### config.mk
export PLATFORM = sky130hd
export DESIGN_NAME = status_bar_overlay
export DESIGN_NICKNAME = d
export VERILOG_FILES = /design/src/common/pet_pkg.sv /design/src/common/display_pkg.sv /design/src/status_bar/status_bar_overlay.sv
export SDC_FILE = /design/constraint.sdc
export NUM_CORES = 1
export LEC_CHECK = 0
export ABC_AREA = 1
export BUFFER_PORTS_ARGS = -buffer_cell sky130_fd_sc_hd__buf_2
export CAP_MARGIN = 20
export CORE_MARGIN = 2
export CORE_UTILIZATION = 45
export DETAILED_ROUTE_END_ITERATION = 10
export PLACE_DENSITY = 0.88
export SLEW_MARGIN = 20
export SYNTH_ARGS = -nofsm -noshare
export SYNTH_HDL_FRONTEND = slang
export SYNTH_SLANG_ARGS = --single-unit
export TNS_END_PERCENT = 30
### constraint.sdc
create_clock -name clk -period 2.9 [get_ports clk]
set_clock_uncertainty 0.2 [all_clocks]
set_input_delay 0.29 -clock clk [delete_from_list [all_inputs] [get_ports clk]]
set_output_delay 0.29 -clock clk [all_outputs]
set_load 0.02 [all_outputs]
### src/common/pet_pkg.sv
package pet_pkg;

    // One-hot style codes as used by the game logic
    typedef enum logic [4:0] {
        INTRO    = 5'd0,
        IDLE     = 5'd1,
        SLEEPING = 5'd2,
        EATING   = 5'd4,
        TEACHING = 5'd8,
        DEAD     = 5'd16
    } pet_state_t;

    typedef logic [7:0] need_t;      // Happiness, hunger or sleep level
    typedef logic [2:0] anim_idx_t;  // Frame index within one state

    // Frames per state
    localparam int N_IDLE  = 6;
    localparam int N_SLEEP = 4;
    localparam int N_EAT   = 5;
    localparam int N_TEACH = 7;
    localparam int N_DEAD  = 8;

    // First global frame of each state in sprite memory
    localparam int BASE_INTRO = 0;
    localparam int BASE_IDLE  = 1;
    localparam int BASE_SLEEP = 7;
    localparam int BASE_EAT   = 11;
    localparam int BASE_TEACH = 16;
    localparam int BASE_DEAD  = 23;

    // Mood thresholds on the needs
    localparam int MOOD_HIGH = 90;
    localparam int MOOD_LOW  = 20;
    localparam int MOOD_CRIT = 10;

    // Idle picture given as an offset from BASE_IDLE
    typedef enum logic [2:0] {
        MOOD_CONTENT = 3'd0,
        MOOD_HUNGRY  = 3'd1,
        MOOD_SAD     = 3'd2,
        MOOD_NEUTRAL = 3'd3,
        MOOD_WEAK    = 3'd4,
        MOOD_TIRED   = 3'd5
    } mood_t;

endpackage

### src/common/display_pkg.sv
package display_pkg;

    // 128x64 mono panel with 8 vertical pixels per byte
    localparam int FRAME_BYTES = 1024;
    localparam int NUM_FRAMES  = 31;
    localparam int SPRITE_DEPTH = NUM_FRAMES * FRAME_BYTES;

    typedef logic [9:0]  byte_idx_t;     // Byte position inside one frame
    typedef logic [7:0]  pixel_byte_t;
    typedef logic [4:0]  frame_num_t;    // Global sprite frame number
    typedef logic [14:0] sprite_addr_t;  // {frame_num_t, byte_idx_t}

    // Status bars
    // Each bar covers five consecutive 8-byte groups
    localparam int BAR_GROUP_HAPPY  = 8;
    localparam int BAR_GROUP_HUNGER = 18;
    localparam int BAR_GROUP_SLEEP  = 28;
    localparam int BAR_GROUPS       = 5;

    // Segment bytes sit at offsets 1..5 inside a group
    localparam int BAR_FIRST_SEG = 1;
    localparam int BAR_SEGS      = 5;

    // Segment k is full above 110-20k, half above 100-20k
    localparam int BAR_FULL_TOP = 110;
    localparam int BAR_HALF_TOP = 100;
    localparam int BAR_STEP     = 20;

    localparam pixel_byte_t BAR_FULL = 8'hEE;
    localparam pixel_byte_t BAR_HALF = 8'hE0;

endpackage
### src/status_bar/status_bar_overlay.sv
module status_bar_overlay (
    input  logic                     clk,
    input  logic                     i_rst_n,
    input  pet_pkg::pet_state_t      i_pet_state,
    input  pet_pkg::need_t           i_happy,
    input  pet_pkg::need_t           i_hunger,
    input  pet_pkg::need_t           i_sleep,
    input  display_pkg::byte_idx_t   i_byte_idx,
    input  display_pkg::pixel_byte_t i_sprite_byte,
    output display_pkg::pixel_byte_t o_pixel_byte
);
    import display_pkg::*;
    import pet_pkg::*;

    logic [6:0]  group;      // 8-byte column group
    logic [2:0]  offset;     // Byte inside the group
    logic        in_bar;
    logic        seg_ok;
    logic        bars_on;
    logic        hit;
    need_t       bar_need;
    pixel_byte_t bar_byte;
    logic        sprite_sel;
    pixel_byte_t bar_byte_q;

    function automatic logic group_in_bar(logic [6:0] grp, int base);
        return int'(grp) >= base && int'(grp) < base + BAR_GROUPS;
    endfunction

    // Segment pattern for segment seg of a bar showing need
    function automatic pixel_byte_t seg_byte(need_t need, int seg);
        if (int'(need) > BAR_FULL_TOP - BAR_STEP * seg) begin
            return BAR_FULL;
        end else if (int'(need) > BAR_HALF_TOP - BAR_STEP * seg) begin
            return BAR_HALF;
        end
        return '0;
    endfunction

    assign group  = i_byte_idx[9:3];
    assign offset = i_byte_idx[2:0];

    always_comb begin
        in_bar   = 1'b1;
        bar_need = i_happy;
        if (group_in_bar(group, BAR_GROUP_HUNGER)) begin
            bar_need = i_hunger;
        end else if (group_in_bar(group, BAR_GROUP_SLEEP)) begin
            bar_need = i_sleep;
        end else if (!group_in_bar(group, BAR_GROUP_HAPPY)) begin
            in_bar = 1'b0;
        end
    end

    assign seg_ok   = int'(offset) >= BAR_FIRST_SEG && int'(offset) < BAR_FIRST_SEG + BAR_SEGS;
    assign bars_on  = (i_pet_state != INTRO) && (i_pet_state != DEAD);  // Clean intro and grave
    assign hit      = in_bar && seg_ok && bars_on;
    assign bar_byte = seg_byte(bar_need, int'(offset));

    // Reset leaves the bar path selected with a zero byte, so output starts at 0
    always_ff @(posedge clk) begin
        if (!i_rst_n) begin
            sprite_sel <= 1'b0;
            bar_byte_q <= '0;
        end else begin
            sprite_sel <= !hit;
            bar_byte_q <= bar_byte;
        end
    end

    assign o_pixel_byte = sprite_sel ? i_sprite_byte : bar_byte_q;

endmodule

After elaboration in Yosys (flattened, before gate mapping):

Cells that the tools add are included.

* multiply operators: 1
* $lt $le $gt $ge: 10
* add/sub/neg operators: 2
* multiplexer cells: 10
* eq/ne operators: 1
* reductions and logical operators: 10

Operators with widths (number)
* two-way mux 8 bit: 5
* greater-than comparator 9 x 32 -> 1 bit: 1
* subtractor 8 x 32 -> 32 bit, first input constant: 1
* >= comparator 7 x 5 -> 1 bit, second input constant: 2
* greater-than comparator 9 bit: 1
* subtractor 7 x 8 -> 9 bit, first input constant: 1
* >= comparator 7 x 4 -> 1 bit, second input constant: 1
* logical AND 1 bit: 7
* < comparator 7 x 4 -> 1 bit, second input constant: 1
* < comparator 7 x 5 -> 1 bit, second input constant: 1
* < comparator 7 x 6 -> 1 bit, second input constant: 1
* multiplier 3 x 3 -> 6 bit, first input constant: 1
* two-way mux 1 bit: 5
* != test 5 bit, second input constant: 1
* nonzero test 5 bit: 1
* >= comparator 3 x 1 -> 1 bit, second input constant: 1
* < comparator 3 bit, second input constant: 1
* AND reduction 2 bit: 1
* logical NOT 1 bit: 1

* register bits after elaboration: 7
* bits of input ports: 49
* word-level logic and storage cells: 36

Depth between registers and ports, before layout:

* depth after elaboration: 8
* gate-level depth with buffers: 19

Worst setup path before layout:

Ideal clock, no wire load.

* path kind: input to register
* from: input port i_byte_idx[0]
* to: register bar_byte_q[6]
* data arrival time: 2.277 ns
* stages: 14
* path slack: 0.310 ns
* library setup time: 0.114 ns
* path through: ha_1 -> ha_1 -> ha_1 -> fa_1 -> ha_1 -> nand2_1 -> nor2_1 -> nand2_2 -> nor2_2 -> inv_1 -> nor2_1 -> nor2_1 -> nand2_1 -> nand2_1

* longest elaborated chain between the ends: 6

RTL lines
* start: declaration: RTL line status_bar_overlay.sv:8 `input display_pkg::byte_idx_t i_byte_idx,`
* multiplier 3 x 3 -> 6 bit *: RTL line status_bar_overlay.sv:32, status_bar_overlay.sv:34
* branches (longest 5 deep; another with subtractor 8 x 32 -> 32 bit)
* end signal: assignment: RTL line status_bar_overlay.sv:67 `bar_byte_q <= bar_byte;`
* end: declaration: RTL line status_bar_overlay.sv:24 `pixel_byte_t bar_byte_q;`

Mark *: on every way between the ends.
A chain may end at the register's enable or synchronous reset.

Worst setup path after layout:

* from: input port i_byte_idx[2]
* to: register bar_byte_q[6]

Same word-level chain as after synthesis.

==> reports/metrics.cfg <==
[clock_tree]
cts_hold_buf = 0
htree_levels = 1
cts_root_buffer = clkbuf_4
clock_sinks = 3
clk_pin_slew_ns = 0.04
post_cts_buffers = 0
cts_tree = yes
clockBufferDepth = 2
post_cts_resize_count = 0
cts_buffers = 3

[detailed_routing]
dr.pass1.iters = 4
wl_met3_um = 188
drt_iter0_markers = 20
highest_layer = met3
route.met2.wl_mm = 1.35
avgRoutedWirePerCell_um = 9.97
drt-total-wl_mm = 2.71
via_per_inst = 4.88
via_count = 1327
wl_met1_mm = 1.17
final_antenna_net_count = 0
drc_errors = 0

[synthesis]
synth-seq-cells = 3
yosysTopAreaCellShare_pct = 20.9
synth_cell_types = 32
synth-seq-area-share_pct = 5.58
yosysWarnings = 0
yosysTopAreaCell = ha_1
syn_nets = 253
synth_area_leaders = ha_1 (21%), nand2_1 (18%), inv_1 (10%)
syn_area_um2 = 1080
syn_inst = 184
synth.avg_cell_area_um2 = 5.85

[timing]
max_freq_mhz = 384
whs_ns = 0.128
min_period_over_period_pct = 89.8
final_max_slew_viol_count = 0
hold_viol = 0
setup_tns_ns = 0
setup_violations = 0
min_period_ns = 2.60
slew_headroom_pct = 75.1
tightest_slew_ns = 0.370
rsz0062_at_grt = false

[flow_run]
maxCapViolations = 0

[worst_setup_path]
worstPathMaxFanout = 6
crit_required_ns = 2.82
cp.arrival_ns = 2.52
endpoint_kind = flop
cpMaxStageDelayCell = ha_1
cpMostUsedCell = ha_1
worstSetupStartpointType = primary input
critPathMaxStageDelay_ns = 0.32
path_delay_family = adder cells
critPathKind = primary input to flop
cp_num_buf_inv = 3
path_cells = buf_2 -> ha_1 -> ha_1 -> ha_1 -> nand3_1 -> ha_1 -> inv_1 -> ha_1 -> nand2_1 -> nor2_1 -> nand2_2 -> nor2_2 -> inv_1 -> nor2_1 -> nor2_1 -> nand2_1 -> nand2_1

[placement]
place.gp.congestion = 0.893
dp_hpwl_mm = 2.42
port_buffers = 55

[die]
initial_core_util_pct = 48.2
die_area_um2 = 2800
die_h_um = 52.9
ios = 57
fp.coreArea_um2 = 2230
rows = 17
die_w_um = 52.9

[power]
power.density_nw_per_um2 = 263
p_leak_nw = 0.866
ir_worst_vdd_mv = 0.172

[finish]
nNetsFinal = 314
final_common_cell = buf_2
area_growth_pct = 32.6
fillers = 227
drive_gt1_share_pct = 30.3
final_cell_mix = buf_2 (55), nand2_1 (53), inv_1 (30)
diodes = 0

[hold_path]
worst_hold_path_type = primary input to flop

[global_routing]
grt_pass1_vias = 1204
gr-total-overflow = 0
grt_pass1_wl_mm = 4.56
antenna_found_initial = 0
grt_max_degree = 16
grt_usage_pct = 21.4

[status]
status = completed

## synth_stat cells
cell type / count
nor2_4: 2
xor2_1: 1
buf_2: 1
o211ai_1: 1
inv_2: 2
o21ai_0: 8
nor2_2: 1
a211oi_1: 1
o2111ai_1: 1
nor3_1: 1
fa_1: 2
nand2_2: 4
nand3_2: 2
dfxtp_1: 3
nand2_1: 53
nor2_1: 16
inv_1: 30
nand4_1: 2
clkbuf_1: 1
and3_1: 1
or2_0: 1
a21oi_1: 6
o21ai_1: 1
xnor2_1: 1
ha_1: 18
or2_4: 1
nand3_1: 15
a21o_1: 1
nand3b_1: 2
or4_1: 1
a31oi_1: 3
nor3_2: 1
## per-stage QoR
stage / area (um2) / util (%) / worst slack, ns / cells / power, mW
after floorplan: 1080 / - / 0.310 / 184 / 0.216
after global placement: 1400 / 62.7 / 0.119 / 268 / 0.294
after global routing: 1430 / 63.9 / 0.102 / 272 / 0.419
after detailed placement: 1400 / 62.7 / 0.0645 / 268 / 0.302
final: 1430 / 63.9 / 0.295 / 272 / 0.376
after CTS: 1430 / 63.9 / 0.285 / 272 / 0.379
## routing by layer
layer / track usage, % / vias to the layer above
met5: 0 / -
met4: 3.42 / 0
met3: 2.82 / 0
met2: 41.3 / 41
met1: 25.1 / 570
li1: - / 716
## tightest hold or removal path, cell delays in order
cell	delay, ns
buf_2	0.09
inv_1	0.08
a31oi_1	0.04
## cells by family (layout without fill, tap and decap cells)
| family | after synthesis | count (layout) | share of synthesized area [%] |
|---|---|---|---|
| xor+xnor | 2 | 2 | 1.63 |
| flops | 3 | 3 | 5.58 |
| simple gates | 103 | 103 | 44.5 |
| fa+ha+maj | 20 | 20 | 24.7 |
| buf+inv | 34 | 94 | 12.0 |
| compound gates | 22 | 22 | 11.6 |
## area by class of cell
| cell class | instances | area [um2] | area share (%) |
|---|---|---|---|
| Sequential cell | 3 | 60.1 | 4.21 |
| Inverter | 32 | 120 | 8.42 |
| Tap cell | 28 | 35.0 | 2.46 |
| Multi-Input combinational cell | 147 | 887 | 62.2 |
| Timing Repair Buffer | 58 | 298 | 20.9 |
| Clock buffer | 4 | 26.3 | 1.84 |
## sequential cells by signal (all words and copies together) (netlist names)
name,cells
sprite_sel,1
bar_byte_q,2
## power by group
group          total [mW]  internal (mW)  switching, mW
clock              0.0748         0.0517         0.0231
sequential         0.0516         0.0479        0.00363
combinational       0.249          0.106          0.143
total               0.376          0.206          0.170
## path summary, 6_finish.rpt
| check | to | from | cells after the start |
|---|---|---|---|
| max | bar_byte_q[6] | i_byte_idx[2] | 17 |
| min | sprite_sel | i_rst_n | 3 |
Power figures use the tool's default switching activity.
