`src/common/pet_pkg.sv`:
```
package pet_pkg;

    // One-hot style codes as used by the game logic
    typedef enum logic [4:0] {
        INTRO    = 5'd0,
        IDLE     = 5'd1,
        SLEEPING = 5'd2,
        EATING   = 5'd4,
        TEACHING = 5'd8,
        DEAD     = 5'd16
    } pet_state_t;

    typedef logic [7:0] need_t;      // Happiness, hunger or sleep level
    typedef logic [2:0] anim_idx_t;  // Frame index within one state

    // Frames per state
    localparam int N_IDLE  = 6;
    localparam int N_SLEEP = 4;
    localparam int N_EAT   = 5;
    localparam int N_TEACH = 7;
    localparam int N_DEAD  = 8;

    // First global frame of each state in sprite memory
    localparam int BASE_INTRO = 0;
    localparam int BASE_IDLE  = 1;
    localparam int BASE_SLEEP = 7;
    localparam int BASE_EAT   = 11;
    localparam int BASE_TEACH = 16;
    localparam int BASE_DEAD  = 23;

    // Mood thresholds on the needs
    localparam int MOOD_HIGH = 90;
    localparam int MOOD_LOW  = 20;
    localparam int MOOD_CRIT = 10;

    // Idle picture given as an offset from BASE_IDLE
    typedef enum logic [2:0] {
        MOOD_CONTENT = 3'd0,
        MOOD_HUNGRY  = 3'd1,
        MOOD_SAD     = 3'd2,
        MOOD_NEUTRAL = 3'd3,
        MOOD_WEAK    = 3'd4,
        MOOD_TIRED   = 3'd5
    } mood_t;

endpackage

```
`src/common/display_pkg.sv`:
```
package display_pkg;

    // 128x64 mono panel with 8 vertical pixels per byte
    localparam int FRAME_BYTES = 1024;
    localparam int NUM_FRAMES  = 31;
    localparam int SPRITE_DEPTH = NUM_FRAMES * FRAME_BYTES;

    typedef logic [9:0]  byte_idx_t;     // Byte position inside one frame
    typedef logic [7:0]  pixel_byte_t;
    typedef logic [4:0]  frame_num_t;    // Global sprite frame number
    typedef logic [14:0] sprite_addr_t;  // {frame_num_t, byte_idx_t}

    // Status bars
    // Each bar covers five consecutive 8-byte groups
    localparam int BAR_GROUP_HAPPY  = 8;
    localparam int BAR_GROUP_HUNGER = 18;
    localparam int BAR_GROUP_SLEEP  = 28;
    localparam int BAR_GROUPS       = 5;

    // Segment bytes sit at offsets 1..5 inside a group
    localparam int BAR_FIRST_SEG = 1;
    localparam int BAR_SEGS      = 5;

    // Segment k is full above 110-20k, half above 100-20k
    localparam int BAR_FULL_TOP = 110;
    localparam int BAR_HALF_TOP = 100;
    localparam int BAR_STEP     = 20;

    localparam pixel_byte_t BAR_FULL = 8'hEE;
    localparam pixel_byte_t BAR_HALF = 8'hE0;

endpackage
```
`src/sprite/frame_select.sv`:
```
module frame_select #(
    parameter int ANIM_TICK_CYCLES = 2 ** 23
) (
    input  logic                    clk,
    input  logic                    i_rst_n,
    input  pet_pkg::pet_state_t     i_pet_state,
    input  pet_pkg::need_t          i_happy,
    input  pet_pkg::need_t          i_hunger,
    input  pet_pkg::need_t          i_sleep,
    output display_pkg::frame_num_t o_frame
);
    import display_pkg::*;
    import pet_pkg::*;

    localparam int TICK_W = $clog2(ANIM_TICK_CYCLES);

    logic [TICK_W-1:0] tick_cnt;
    logic              tick;
    anim_idx_t         idx_sleep;
    anim_idx_t         idx_eat;
    anim_idx_t         idx_teach;
    anim_idx_t         idx_dead;
    mood_t             mood;

    // Advance one frame, back to 0 after the last one
    function automatic anim_idx_t next_idx(anim_idx_t idx, int count);
        if (int'(idx) == count - 1) begin
            return '0;
        end
        return anim_idx_t'(idx + 1'b1);
    endfunction

    assign tick = (tick_cnt == TICK_W'(ANIM_TICK_CYCLES - 1));

    always_ff @(posedge clk) begin
        if (!i_rst_n) begin
            tick_cnt <= '0;
        end else if (tick) begin
            tick_cnt <= '0;
        end else begin
            tick_cnt <= tick_cnt + 1'b1;
        end
    end

    // All animations keep running whatever the current state
    always_ff @(posedge clk) begin
        if (!i_rst_n) begin
            idx_sleep <= '0;
            idx_eat   <= '0;
            idx_teach <= '0;
            idx_dead  <= '0;
        end else if (tick) begin
            idx_sleep <= next_idx(idx_sleep, N_SLEEP);
            idx_eat   <= next_idx(idx_eat, N_EAT);
            idx_teach <= next_idx(idx_teach, N_TEACH);
            idx_dead  <= next_idx(idx_dead, N_DEAD);
        end
    end

    // First matching rule wins
    always_ff @(posedge clk) begin
        if (!i_rst_n) begin
            mood <= MOOD_NEUTRAL;
        end else if (i_happy > MOOD_HIGH && i_hunger > MOOD_HIGH && i_sleep > MOOD_HIGH) begin
            mood <= MOOD_CONTENT;
        end else if (i_happy < MOOD_CRIT) begin
            mood <= MOOD_SAD;
        end else if (i_hunger < MOOD_CRIT) begin
            mood <= MOOD_HUNGRY;
        end else if (i_sleep < MOOD_CRIT) begin
            mood <= MOOD_TIRED;
        end else if (i_happy < MOOD_LOW || i_hunger < MOOD_LOW || i_sleep < MOOD_LOW) begin
            mood <= MOOD_WEAK;
        end else begin
            mood <= MOOD_NEUTRAL;
        end
    end

    always_comb begin
        case (i_pet_state)
            INTRO:    o_frame = frame_num_t'(BASE_INTRO);
            IDLE:     o_frame = frame_num_t'(BASE_IDLE) + frame_num_t'(mood);
            SLEEPING: o_frame = frame_num_t'(BASE_SLEEP) + frame_num_t'(idx_sleep);
            EATING:   o_frame = frame_num_t'(BASE_EAT) + frame_num_t'(idx_eat);
            TEACHING: o_frame = frame_num_t'(BASE_TEACH) + frame_num_t'(idx_teach);
            DEAD:     o_frame = frame_num_t'(BASE_DEAD) + frame_num_t'(idx_dead);
            default:  o_frame = '0;  // Unknown code falls back to frame 0
        endcase
    end

endmodule

```
`config.mk`:
```
export PLATFORM = sky130hd
export DESIGN_NAME = frame_select
export DESIGN_NICKNAME = d
export VERILOG_FILES = /design/src/common/pet_pkg.sv /design/src/common/display_pkg.sv /design/src/sprite/frame_select.sv
export SDC_FILE = /design/constraint.sdc
export NUM_CORES = 1
export LEC_CHECK = 0
export BUFFER_PORTS_ARGS = -buffer_cell sky130_fd_sc_hd__buf_2
export CORE_MARGIN = 8
export CORE_UTILIZATION = 60
export DETAILED_ROUTE_END_ITERATION = 6
export PLACE_DENSITY = 0.84
export SLEW_MARGIN = 15
export SYNTH_ARGS = -nofsm -noshare
export SYNTH_HDL_FRONTEND = slang
export SYNTH_SLANG_ARGS = --single-unit
```
`constraint.sdc`:
```
create_clock -name clk -period 5.15 [get_ports clk]
set_input_delay 0.2575 -clock clk [delete_from_list [all_inputs] [get_ports clk]]
set_output_delay 0.2575 -clock clk [all_outputs]
set_load 0.05 [all_outputs]
```
Word-level counts from Yosys, hierarchy flattened
Index checks and enable logic that the tools add are counted.
{"block": "classes", "n_addsub": 10, "n_lt_le_gt_ge": 9, "n_eq_ne": 10, "mux": 26, "bitwise_logic": 1, "n_reduce_logical": 6}
{"cell": "$mux 3", "n": 10}
{"cell": "$pmux 5 s5", "n": 1}
{"cell": "$gt 8x7->1 const B", "n": 3}
{"cell": "$lt 8x4->1 const B", "n": 3}
{"cell": "$lt 8x5->1 const B", "n": 3}
{"cell": "$add 23x1->23 const B", "n": 1}
{"cell": "$eq 23x23->1 const B", "n": 1}
{"cell": "$add 3x1->3 const B", "n": 4}
{"cell": "$mux 1", "n": 12}
{"cell": "$add 5x3->5 const A", "n": 2}
{"cell": "$eq 3x3->1 const B", "n": 2}
{"cell": "$mux 2", "n": 3}
{"cell": "$add 4x3->5 const A", "n": 1}
{"cell": "$eq 5x1->1 const B", "n": 1}
{"cell": "$eq 5x2->1 const B", "n": 1}
{"cell": "$eq 5x3->1 const B", "n": 1}
{"cell": "$eq 5x4->1 const B", "n": 1}
{"cell": "$eq 5x5->1 const B", "n": 1}
{"cell": "$add 1x3->4 const A", "n": 1}
{"cell": "$add 3x3->4 const A", "n": 1}
{"cell": "$reduce_or 4->1", "n": 1}
{"cell": "$eq 3x1->1 const B", "n": 1}
{"cell": "$eq 3x2->1 const B", "n": 1}
{"cell": "$logic_and 1x1->1", "n": 2}
{"cell": "3 further kinds", "n": 4}
{"block": "word_totals", "regBits": 38, "input_bits": 31}

Logic depth before layout (Yosys ltp)
Gate-level depths: netlist of run 1.
{"block": "logic_depth", "word_depth": 8, "ltp_mapped": 7, "ltp_nobuf": 6}

Worst setup path before layout of run 1
OpenSTA, ideal clock, no wires.
{"block": "synth_timing", "path_type": "register to output", "from": "register idx_sleep[0]", "to": "output port o_frame[2]", "t_arrival_ps": 1532, "path_slack_ps": 3360, "stages_incl_launch_ff": 5, "path_cell_list": "dfxtp_1 > inv_1 > ha_1 > xnor2_1 > o211ai_1"}
{"block": "synth_between", "elab_chain_cells": 2}
{"item": "from (decl)", "line_no": "frame_select.sv:19", "rtl": "anim_idx_t idx_sleep;"}
{"item": "from (signal assigned)", "line_no": "frame_select.sv:53", "rtl": "idx_sleep <= next_idx(idx_sleep, N_SLEEP);"}
{"item": "$add 3x3->4", "line_no": "frame_select.sv:83", "rtl": "SLEEPING: o_frame = frame_num_t'(BASE_SLEEP) + frame_num_t'(idx_sleep);"}
{"item": "$pmux 5 s5", "line_no": "frame_select.sv:80", "rtl": "case (i_pet_state)"}
{"item": "to (decl)", "line_no": "frame_select.sv:10", "rtl": "output display_pkg::frame_num_t o_frame"}
No other way between the ends.

Worst setup path after layout of run 1
{"block": "layout_timing", "from": "register idx_eat[0]", "to": "output port o_frame[2]"}
{"block": "layout_between", "elab_chain_cells": 2}
{"item": "from (decl)", "line_no": "frame_select.sv:20", "rtl": "anim_idx_t idx_eat;"}
{"item": "from (signal assigned)", "line_no": "frame_select.sv:54", "rtl": "idx_eat <= next_idx(idx_eat, N_EAT);"}
{"item": "$add 4x3->5", "line_no": "frame_select.sv:84", "rtl": "EATING: o_frame = frame_num_t'(BASE_EAT) + frame_num_t'(idx_eat);"}
{"item": "$pmux 5 s5", "line_no": "frame_select.sv:80"}
No other way between the ends.

==> results by group, run 1 <==
Run status
  • Run status: finished clean

Route
  • DR vias/cell: 5.97
  • Wirelength per Cell: 14.7 µm
  • Pre-antenna DRT Iters: 4
  • 1st-iter DRT viols: 127
  • Routed wire length: 5250 µm
  • DRC: 0
  • Antenna viol nets, final: 0
  • Via count: 2139

Timing
  • Final setup violation count: 0
  • Final TNS setup: 0 ps
  • Final Skew: 7.30 ps
  • Period utilization: 40.1%
  • RSZ-0062 raised after global routing: no
  • Fmax: 484 MHz
  • Fin. max-slew vios: 0
  • Final hold vios: 0
  • Tightest Pin Transition: 659 ps
  • Max-slew headroom: 56.1%
  • Final Critical Period: 2070 ps
  • Hold slack: 283 ps

Worst setup path
  • Crit Path Category: reg -> out
  • Worst-path fanout max: 5
  • Crit start category: flip-flop
  • Worst EP arrival: 1810 ps
  • Worst EP required: 4890 ps
  • R2r startpoint: tick_cnt[0]
  • Critical Path End Type: output port
  • Worst Setup SP: idx_eat[0]

Hold path
  • HP Class: in -> reg
  • Hold Path Origin: i_hunger[7]

Die
  • Core ar.: 3690 µm²
  • DIE HEIGHT: 78.0 µm
  • Initial Util: 62.5%
  • I/O pins: 36
  • Die W: 78.0 µm
  • Site row count: 22
  • Die area: 6080 µm²

Synthesis
  • Area share of xor/xnor cells in the synthesized design: 5.32%
  • Synth Area in Compound Gates: 18.9%
  • Multiplexer share of the synthesized area: 2.61%
  • Post-synth EDFFs: 0
  • Gate Count Post-Synth: 275
  • Post-Synth Adder-Cell Area: 5.97%
  • Synth Warn #: 0
  • Syn_area_per_cell: 8.38 µm²
  • Post-Syn Nets: 317
  • #FFs+latches synth: 38
  • Sequential-to-total area share from yosys stat: 33.0%
  • Unique masters post-synth: 50
  • Mapped cell area: 2300 µm²
  • Ys flop type: dfxtp_1
  • Synth Area in Simple Gates: 30.0%
  • Largest family of logic cells by synthesized area: simple AND/OR/NAND/NOR gates
  • Async SR Flop Fraction: 0%

Pwr
  • PD cells: 255 nW/µm²
  • Leakage power: 1.06 nW
  • Final Power: 0.000671 W
  • Worst vdd ir: 169 µV

Clock network
  • Clock Root Buffer: clkbuf_8
  • CTS clk-pin slew, worst paths: 70 ps
  • CTS HTree Levels: 2
  • Postcts setup bufs: 0
  • Cts repair resizes: 0
  • TritonCTS buffer count: 5
  • Sink Count: 38
  • Clock Latency Late Sink: 300 ps
  • Hold buffers post-CTS: 0
  • Clk buf depth: 2
  • TritonCTS clock tree: built

Finish
  • Antenna diodes: 0
  • Share of layout cells above drive strength 1: 15.5%
  • Area Overhead vs Synth: 14.3%
  • Nets@finish: 351
  • Commonest non-fill, non-tap cell in the layout: dfxtp_1
  • Post-Layout Cell Count: 358
  • Fin area: 2630 µm²
  • Layout fillers: 304
  • Most frequent cells in the layout: 38 x dfxtp_1, 35 x buf_2, 22 x nand2_1, 21 x nor2_1, 18 x a21oi_1

Global route
  • Pin count of the biggest net entering global routing: 17
  • Initial antenna violation count: 0
  • Overflow after GRT: 0
  • Vias in the first global route: 2048
  • Total Routing Usage GR: 18.3%
  • Met2 usage: 29.2%
  • First-pass GRT wire length: 9250 µm
  • GR Util met3: 4.26%
  • GRT Max-Usage Layer: met2
  • Met1 Track Usage GR: 23.1%

Placement
  • DP Cell Count: 350
  • DP Area: 2490 µm²
  • RePlAce Congestion: 0.785
  • Dpl hpwl: 3870 µm
  • Port buffer count: 35

Run
  • Max-cap violations: 0
[worst max-delay path, stage by stage (launching register included)]
cell      delay, ps
dfxtp_1         420
inv_1           110
ha_1            200
inv_1            50
ha_1            220
a22oi_1         180
o211ai_1        110
buf_2           230
[report_power, final]
part / internal, W / switching [W]
Combinational: 0.0000236 / 0.0000329
Clock: 0.000207 / 0.000106
Sequential: 0.000299 / 0.00000412
[through the flow]
step	setup WS [ps]	util (%)
after floorplan	3360	-
after global placement	3190	67.5
after detailed placement	3110	67.5
after CTS	3080	71.4
after global routing	2910	71.4
final	3080	71.4
[layout make-up]
class | instances | area, µm² | share of cell area (%)
multi-input cells | 216 | 1450 | 54.9
flip-flops and latches | 38 | 761 | 28.9
repair buffers | 35 | 175 | 6.65
clock buffers | 6 | 82.6 | 3.14
clock inverters | 2 | 60.1 | 2.28
well taps | 48 | 60.1 | 2.28
inverters | 13 | 48.8 | 1.85
[routing by layer]
metal	up-vias	part of all wire, %	routed length [µm]
li1	1094	-	-
met1	1003	48	2540
met2	37	46	2420
met3	5	4.6	241
met4	0	1.0	54
met5	-	0	0
[cells in the mapped netlist, types with 6 or more instances]
cell / instances / area [µm²]
and3_1: 9 / 56.3
mux2i_1: 6 / 60.1
and4_1: 6 / 52.6
xor2_1: 11 / 96.3
nor3_1: 7 / 35.0
o21ai_0: 15 / 75.1
dfxtp_1: 38 / 761
or3_1: 11 / 68.8
a21oi_1: 18 / 90.1
nor2_1: 21 / 78.8
ha_1: 11 / 138
inv_1: 13 / 48.8
nand4_1: 11 / 68.8
nand2_1: 22 / 82.6
nand3_1: 9 / 45.0
[registers in the layout, summed over array words and instances, names as in the netlist]
signal     cells
idx_teach      3
idx_sleep      3
idx_eat        3
tick_cnt      23
idx_dead       3
mood           3
[path summary, 6_finish.rpt]
path / to / slack [ps] / cells past startpoint
worst max register to register: tick_cnt[2] / 3110 / 5
worst max-delay path: o_frame[2] / 3080 / 7
worst min-delay path: mood[1] / 280 / 3
worst min register to register: tick_cnt[0] / 480 / 1
[cell families (layout without fill, tap and decap cells)]
family                     after synthesis  count (layout)
xor gates and xnor gates                14              14
muxes                                    6               6
AOI/OAI and AO/OA                       66              66
adders and majority gates               11              11
and+or+nand+nor                        119             119
DFF                                     38              38
buffers and inverters                   21              56
Note: power is estimated with default switching activity, not from simulation.
==> inputs of run 2 (changes only) <==
--- a/config.mk
+++ b/config.mk
@@ -7,9 +7,9 @@
 export LEC_CHECK = 0
 export BUFFER_PORTS_ARGS = -buffer_cell sky130_fd_sc_hd__buf_2
 export CORE_MARGIN = 8
-export CORE_UTILIZATION = 60
+export CORE_UTILIZATION = 56
 export DETAILED_ROUTE_END_ITERATION = 6
-export PLACE_DENSITY = 0.84
+export PLACE_DENSITY = 0.79
 export SLEW_MARGIN = 15
 export SYNTH_ARGS = -nofsm -noshare
 export SYNTH_HDL_FRONTEND = slang
==> constraint.sdc (replaced) <==
create_clock -name clk -period 2 [get_ports clk]
set_input_delay 0.1 -clock clk [delete_from_list [all_inputs] [get_ports clk]]
set_output_delay 0.1 -clock clk [all_outputs]
set_load 0.05 [all_outputs]
==> run 2 against run 1 <==
  * Final area is 0.24% lower
  * Sequential share of layout area up 0.12 points
  * Core utilization decreased by 5.2 points
  * Sequential cell count stayed put
  * Register-to-register slack worse by 3000 ps
  * Critical path type is now reg -> reg
  * Critical endpoint is now idx_teach[2]
==> results by group, run 2 (synthesis results as in run 1) <==
Clock network
  • TritonCTS clock tree: built
  • Hold buffers post-CTS: 0
  • TritonCTS buffer count: 5
  • Postcts setup bufs: 0
  • Clock Root Buffer: clkbuf_8
  • Clock Latency Late Sink: 290 ps
  • CTS clk-pin slew, worst paths: 70 ps
  • CTS HTree Levels: 2
  • Clk buf depth: 2
  • Cts repair resizes: 0
  • Sink Count: 38

Global route
  • First-pass GRT wire length: 9120 µm
  • Overflow after GRT: 0
  • Vias in the first global route: 2029
  • Initial antenna violation count: 0
  • Total Routing Usage GR: 17.3%
  • Pin count of the biggest net entering global routing: 17

Finish
  • Layout fillers: 349
  • Area Overhead vs Synth: 14.0%
  • Reg with most FFs: tick_cnt
  • Commonest non-fill, non-tap cell in the layout: dfxtp_1
  • Post-Layout Cell Count: 365
  • Share of layout cells above drive strength 1: 17.1%
  • Sequential cell area: 762 µm²
  • Most frequent cells in the layout: 37 x dfxtp_1, 35 x buf_2, 22 x nand2_1, 21 x nor2_1, 18 x a21oi_1
  • Footprint of the multi-input gates: 1450 µm²
  • Antenna diodes: 0
  • Flip-flop count of the largest register after layout: 23
  • Nets@finish: 356

Placement
  • RePlAce Congestion: 0.788
  • Port buffer count: 35
  • Dpl hpwl: 4010 µm
  • DP Cell Count: 357

Pwr
  • Final Power: 0.00148 W
  • PD cells: 564 nW/µm²
  • Leakage power: 1.06 nW
  • Worst vdd ir: 366 µV

Worst setup path
  • Slowest stage delay, CP: 550 ps
  • Worst-path fanout max: 10
  • Worst r2r path cells: 5
  • Worst EP required: 2210 ps
  • Crit Path Category: reg -> reg
  • CP delay by family, top: simple AND/OR/NAND/NOR gates
  • CP Depth: 5
  • Worst EP arrival: 2080 ps
  • Critical Path End Type: flip-flop
  • R2r startpoint: tick_cnt[0]
  • Crit-path slowest cell: or4_1
  • Crit path buf inv count: 0
  • Worst path cell trace: ha_1 > and4_1 > nand3_4 > or4_1 > a21oi_1
  • Crit start category: flip-flop
  • Worst Setup SP: tick_cnt[0]

Route
  • Antenna viol nets, final: 0
  • DRC: 0
  • Pre-antenna DRT Iters: 4
  • DR vias/cell: 5.92
  • 1st-iter DRT viols: 242
  • Via count: 2160
  • Routed wire length: 5260 µm
  • Wirelength per Cell: 14.4 µm

Timing
  • Period utilization: 93.3%
  • Final setup violation count: 0
  • Final Critical Period: 1870 ps
  • Final TNS setup: 0 ps
  • Tightest Pin Transition: 552 ps
  • Fin. max-slew vios: 0
  • Final hold vios: 0
  • Final Skew: 8.05 ps
  • Fmax: 536 MHz
  • Hold slack: 155 ps
  • RSZ-0062 raised after global routing: no
  • Max-slew headroom: 63.1%

Die
  • Die area: 6420 µm²
  • Die W: 80.2 µm
  • I/O pins: 36
  • DIE HEIGHT: 80.2 µm
  • Initial Util: 58.0%
  • Core ar.: 3970 µm²
  • Site row count: 23

Run status
  • Run status: finished clean

Run
  • Max-cap violations: 0

Hold path
  • Hold Path Origin: i_hunger[7]
  • HP Class: in -> reg
  • Hold path depth: 3
## run 2: worst min-delay path: stages
cell and delay (ps):
buf_2 110, a21o_1 110, a22oi_1 70
## run 2: routing by layer
metal | global-route usage [%] | routed length, µm | share of wire, % | up-vias
met2 | 27.9 | 2430 | 46 | 44
met5 | 0 | 0 | 0 | -
li1 | - | - | - | 1107
met4 | 5.45 | 44 | 0.84 | 0
met1 | 22.9 | 2530 | 48 | 1004
met3 | 3.01 | 260 | 4.9 | 5
## run 2: final timing paths
kind / slack [ps] / endpoint
worst min-delay path: 160 / mood[1]
worst min register to register: 470 / tick_cnt[0]
worst max-delay path: 130 / idx_teach[2]
worst max register to register: 130 / idx_teach[2]
## run 2: area by class of cell
class	instances	share of cell area, %
well taps	50	2.38
multi-input cells	216	55.0
clock inverters	2	0.476
clock buffers	6	3.14
flip-flops and latches	38	29.0
inverters	13	1.86
repair buffers	40	8.10
## run 2: power by group
group	internal [W]	switching, W	total (W)	leakage, nW
logic	0.0000631	0.0000864	0.000150	0.710
clock network	0.000277	0.000275	0.000552	0.0472
registers	0.000768	0.0000108	0.000779	0.308
## run 2: per-stage QoR
stage          cell area [µm²]  setup slack, ps  util, %
2_1_floorplan             2300              294        -
3_3_place_gp              2530              244     63.7
3_5_place_dp              2530              197     63.7
4_1_cts                   2630              104     66.1
5_1_grt                   2630             24.4     66.2
6_report                  2630              133     66.2
==> inputs of run 3 (changes only) <==
--- a/config.mk
+++ b/config.mk
@@ -7,9 +7,11 @@
 export LEC_CHECK = 0
 export BUFFER_PORTS_ARGS = -buffer_cell sky130_fd_sc_hd__buf_2
 export CORE_MARGIN = 8
-export CORE_UTILIZATION = 56
+export CORE_UTILIZATION = 59
+export CTS_BUF_LIST = sky130_fd_sc_hd__clkbuf_8
 export DETAILED_ROUTE_END_ITERATION = 6
-export PLACE_DENSITY = 0.79
+export PLACE_DENSITY = 0.83
+export RECOVER_POWER = 50
 export SLEW_MARGIN = 15
 export SYNTH_ARGS = -nofsm -noshare
 export SYNTH_HDL_FRONTEND = slang
==> run 3 against run 2 <==
  * Sequential share of layout area up 0.26 points
  * Non-clock buffer count down 1
  * Highest routed layer unchanged
  * Routed wire length down 4.1%
  * Clock-buffer cell count unchanged
  * Largest cell class unchanged
  * Register-to-register slack better by 80 ps
  * Die area down 4.1%
  * Critical path type is now reg -> out
  * Largest power group unchanged
  * Hold slack better by 2.3 ps
==> results by group, run 3 (synthesis results as in run 1) <==
Worst setup path
  • Worst EP arrival: 1800 ps
  • Worst Setup SP: idx_eat[0]
  • Setup slack, reg-to-reg: 210 ps
  • Critical Path End Type: output port
  • Crit start category: flip-flop
  • R2r startpoint: tick_cnt[0]
  • FF-to-FF End: tick_cnt[19]
  • Crit Path Category: reg -> out
  • Worst EP required: 1900 ps
  • Worst-path fanout max: 5
  • Worst setup endpoint: o_frame[1]
  • Worst r2r path cells: 6

Placement
  • DP Cell Count: 354
  • Dpl hpwl: 3900 µm
  • Port buffer count: 35
  • Dpl ws: 98.1 ps
  • RePlAce Congestion: 0.820

Timing
  • Final hold vios: 0
  • RSZ-0062 raised after global routing: no
  • Fin worst setup slack: 101 ps
  • Fmax: 527 MHz
  • Final setup violation count: 0
  • Final TNS setup: 0 ps
  • Fin. max-slew vios: 0
  • Period utilization: 94.9%
  • Final Critical Period: 1900 ps
  • Tightest Pin Transition: 616 ps
  • Max-slew headroom: 59.1%
  • Final Skew: 4.78 ps

Global route
  • First-pass GRT wire length: 8670 µm
  • Vias in the first global route: 1977
  • Pin count of the biggest net entering global routing: 17
  • Total Routing Usage GR: 16.8%
  • Initial antenna violation count: 0
  • Overflow after GRT: 0

Die
  • Die W: 78.5 µm
  • Site row count: 22
  • I/O pins: 36
  • Die area: 6160 µm²
  • DIE HEIGHT: 78.5 µm
  • Initial Util: 62.0%
  • Core ar.: 3720 µm²

Pwr
  • Combinational fraction of design power: 9.8%
  • Sw Share: 25.0%
  • Worst vdd ir: 313 µV
  • Clock network fraction of total power: 37.3%
  • Cell Int Power: 0.00111 W
  • PD cells: 568 nW/µm²
  • Sequential Power Share: 52.8%
  • Sw power: 0.000369 W
  • Leakage power: 1.04 nW

Finish
  • Post-Layout Cell Count: 362
  • Share of layout cells above drive strength 1: 15.3%
  • Area Overhead vs Synth: 12.8%
  • Commonest non-fill, non-tap cell in the layout: dfxtp_1
  • Most frequent cells in the layout: 38 x dfxtp_1, 30 x buf_2, 22 x nand2_1, 21 x nor2_1, 18 x a21oi_1
  • Nets@finish: 355
  • Antenna diodes: 0
  • Flip-flop count of the largest register after layout: 23
  • Final core occ: 70.0%
  • Reg with most FFs: tick_cnt

Clock network
  • Sink Count: 38
  • Clock Root Buffer: clkbuf_8
  • TritonCTS buffer count: 5
  • Clock Latency Late Sink: 290 ps
  • CTS HTree Levels: 2
  • Clk buf depth: 2
  • TritonCTS clock tree: built
  • CTS clk-pin slew, worst paths: 70 ps

Run status
  • Run status: finished clean

Run
  • Max-cap violations: 0

Hold path
  • Hold Path Origin: i_hunger[7]
  • HP Class: in -> reg

Route
  • Pre-antenna DRT Iters: 5
  • Wirelength per Cell: 13.9 µm
  • Antenna viol nets, final: 0
  • DR vias/cell: 5.94
  • Via count: 2151
  • 1st-iter DRT viols: 206
  • Routed wire length: 5050 µm
  • DRC: 0
==> run 3: cell types whose count changed in the layout (fill, tap and decap cells not counted), sizes merged <==
| cell | previous run | this run |
|---|---|---|
| buf | 40 | 34 |
| clkbuf | 6 | 11 |
==> run 3: power by group through the flow <==
stage	clock, W	combinational, W	sequential, W
after floorplan	0	0.0000822	0.000795
final	0.000551	0.000145	0.000780
after global routing	0.000597	0.000162	0.000781
after CTS	0.000565	0.000148	0.000779
after detailed placement	0	0.000147	0.000797
after global placement	0	0.000144	0.000796
==> run 3: layout make-up <==
cell class | count | area (µm²)
inverter | 13 | 48.8
multi-input combinational | 216 | 1440
tap | 48 | 60.1
clock inverter | 2 | 12.5
timing repair buffer | 39 | 200
clock buffer | 6 | 82.6
sequential | 38 | 761
fill | 319 | 1120
==> run 3: critical path, stage by stage, from the launching register on <==
cell     delay [ps]
dfxtp_1         410
inv_1           110
ha_1            310
inv_1            50
a22o_1          200
a211o_1         230
buf_2           210
==> run 3: repair_timing <==
item | in CTS | in global routing
resized for setup | 0 | 2
setup buffers | 0 | 0
endpoints found under the setup margin | 0 | 15
hold buffers | 0 | 0
==> run 3: through the flow <==
stage                     hold slack [ps]  power, W  instance area [µm²]
after global placement                440  0.000940                 2520
final                                 157   0.00148                 2600
after detailed placement              448  0.000944                 2520
after CTS                             137   0.00149                 2620
after global routing                  158   0.00154                 2600
after floorplan                       254  0.000877                 2300
==> run 3: worst min path at each step <==
stage                         endpoint  slack [ps]  cells after the start
after floorplan           tick_cnt[13]         250                      2
after global placement         mood[1]         440                      3
after detailed placement       mood[1]         450                      3
after CTS                      mood[1]         140                      3
after global routing           mood[1]         160                      3
final                          mood[0]         160                      3
==> run 3: per-layer routing <==
metal | vias up | global-route usage, % | share of wire (%) | wire length, µm
li1 | 1100 | - | - | -
met1 | 991 | 21.1 | 49 | 2480
met2 | 54 | 27.0 | 44 | 2230
met3 | 6 | 3.87 | 5.9 | 296
met4 | 0 | 6.67 | 0.87 | 44
met5 | - | 0 | 0 | 0
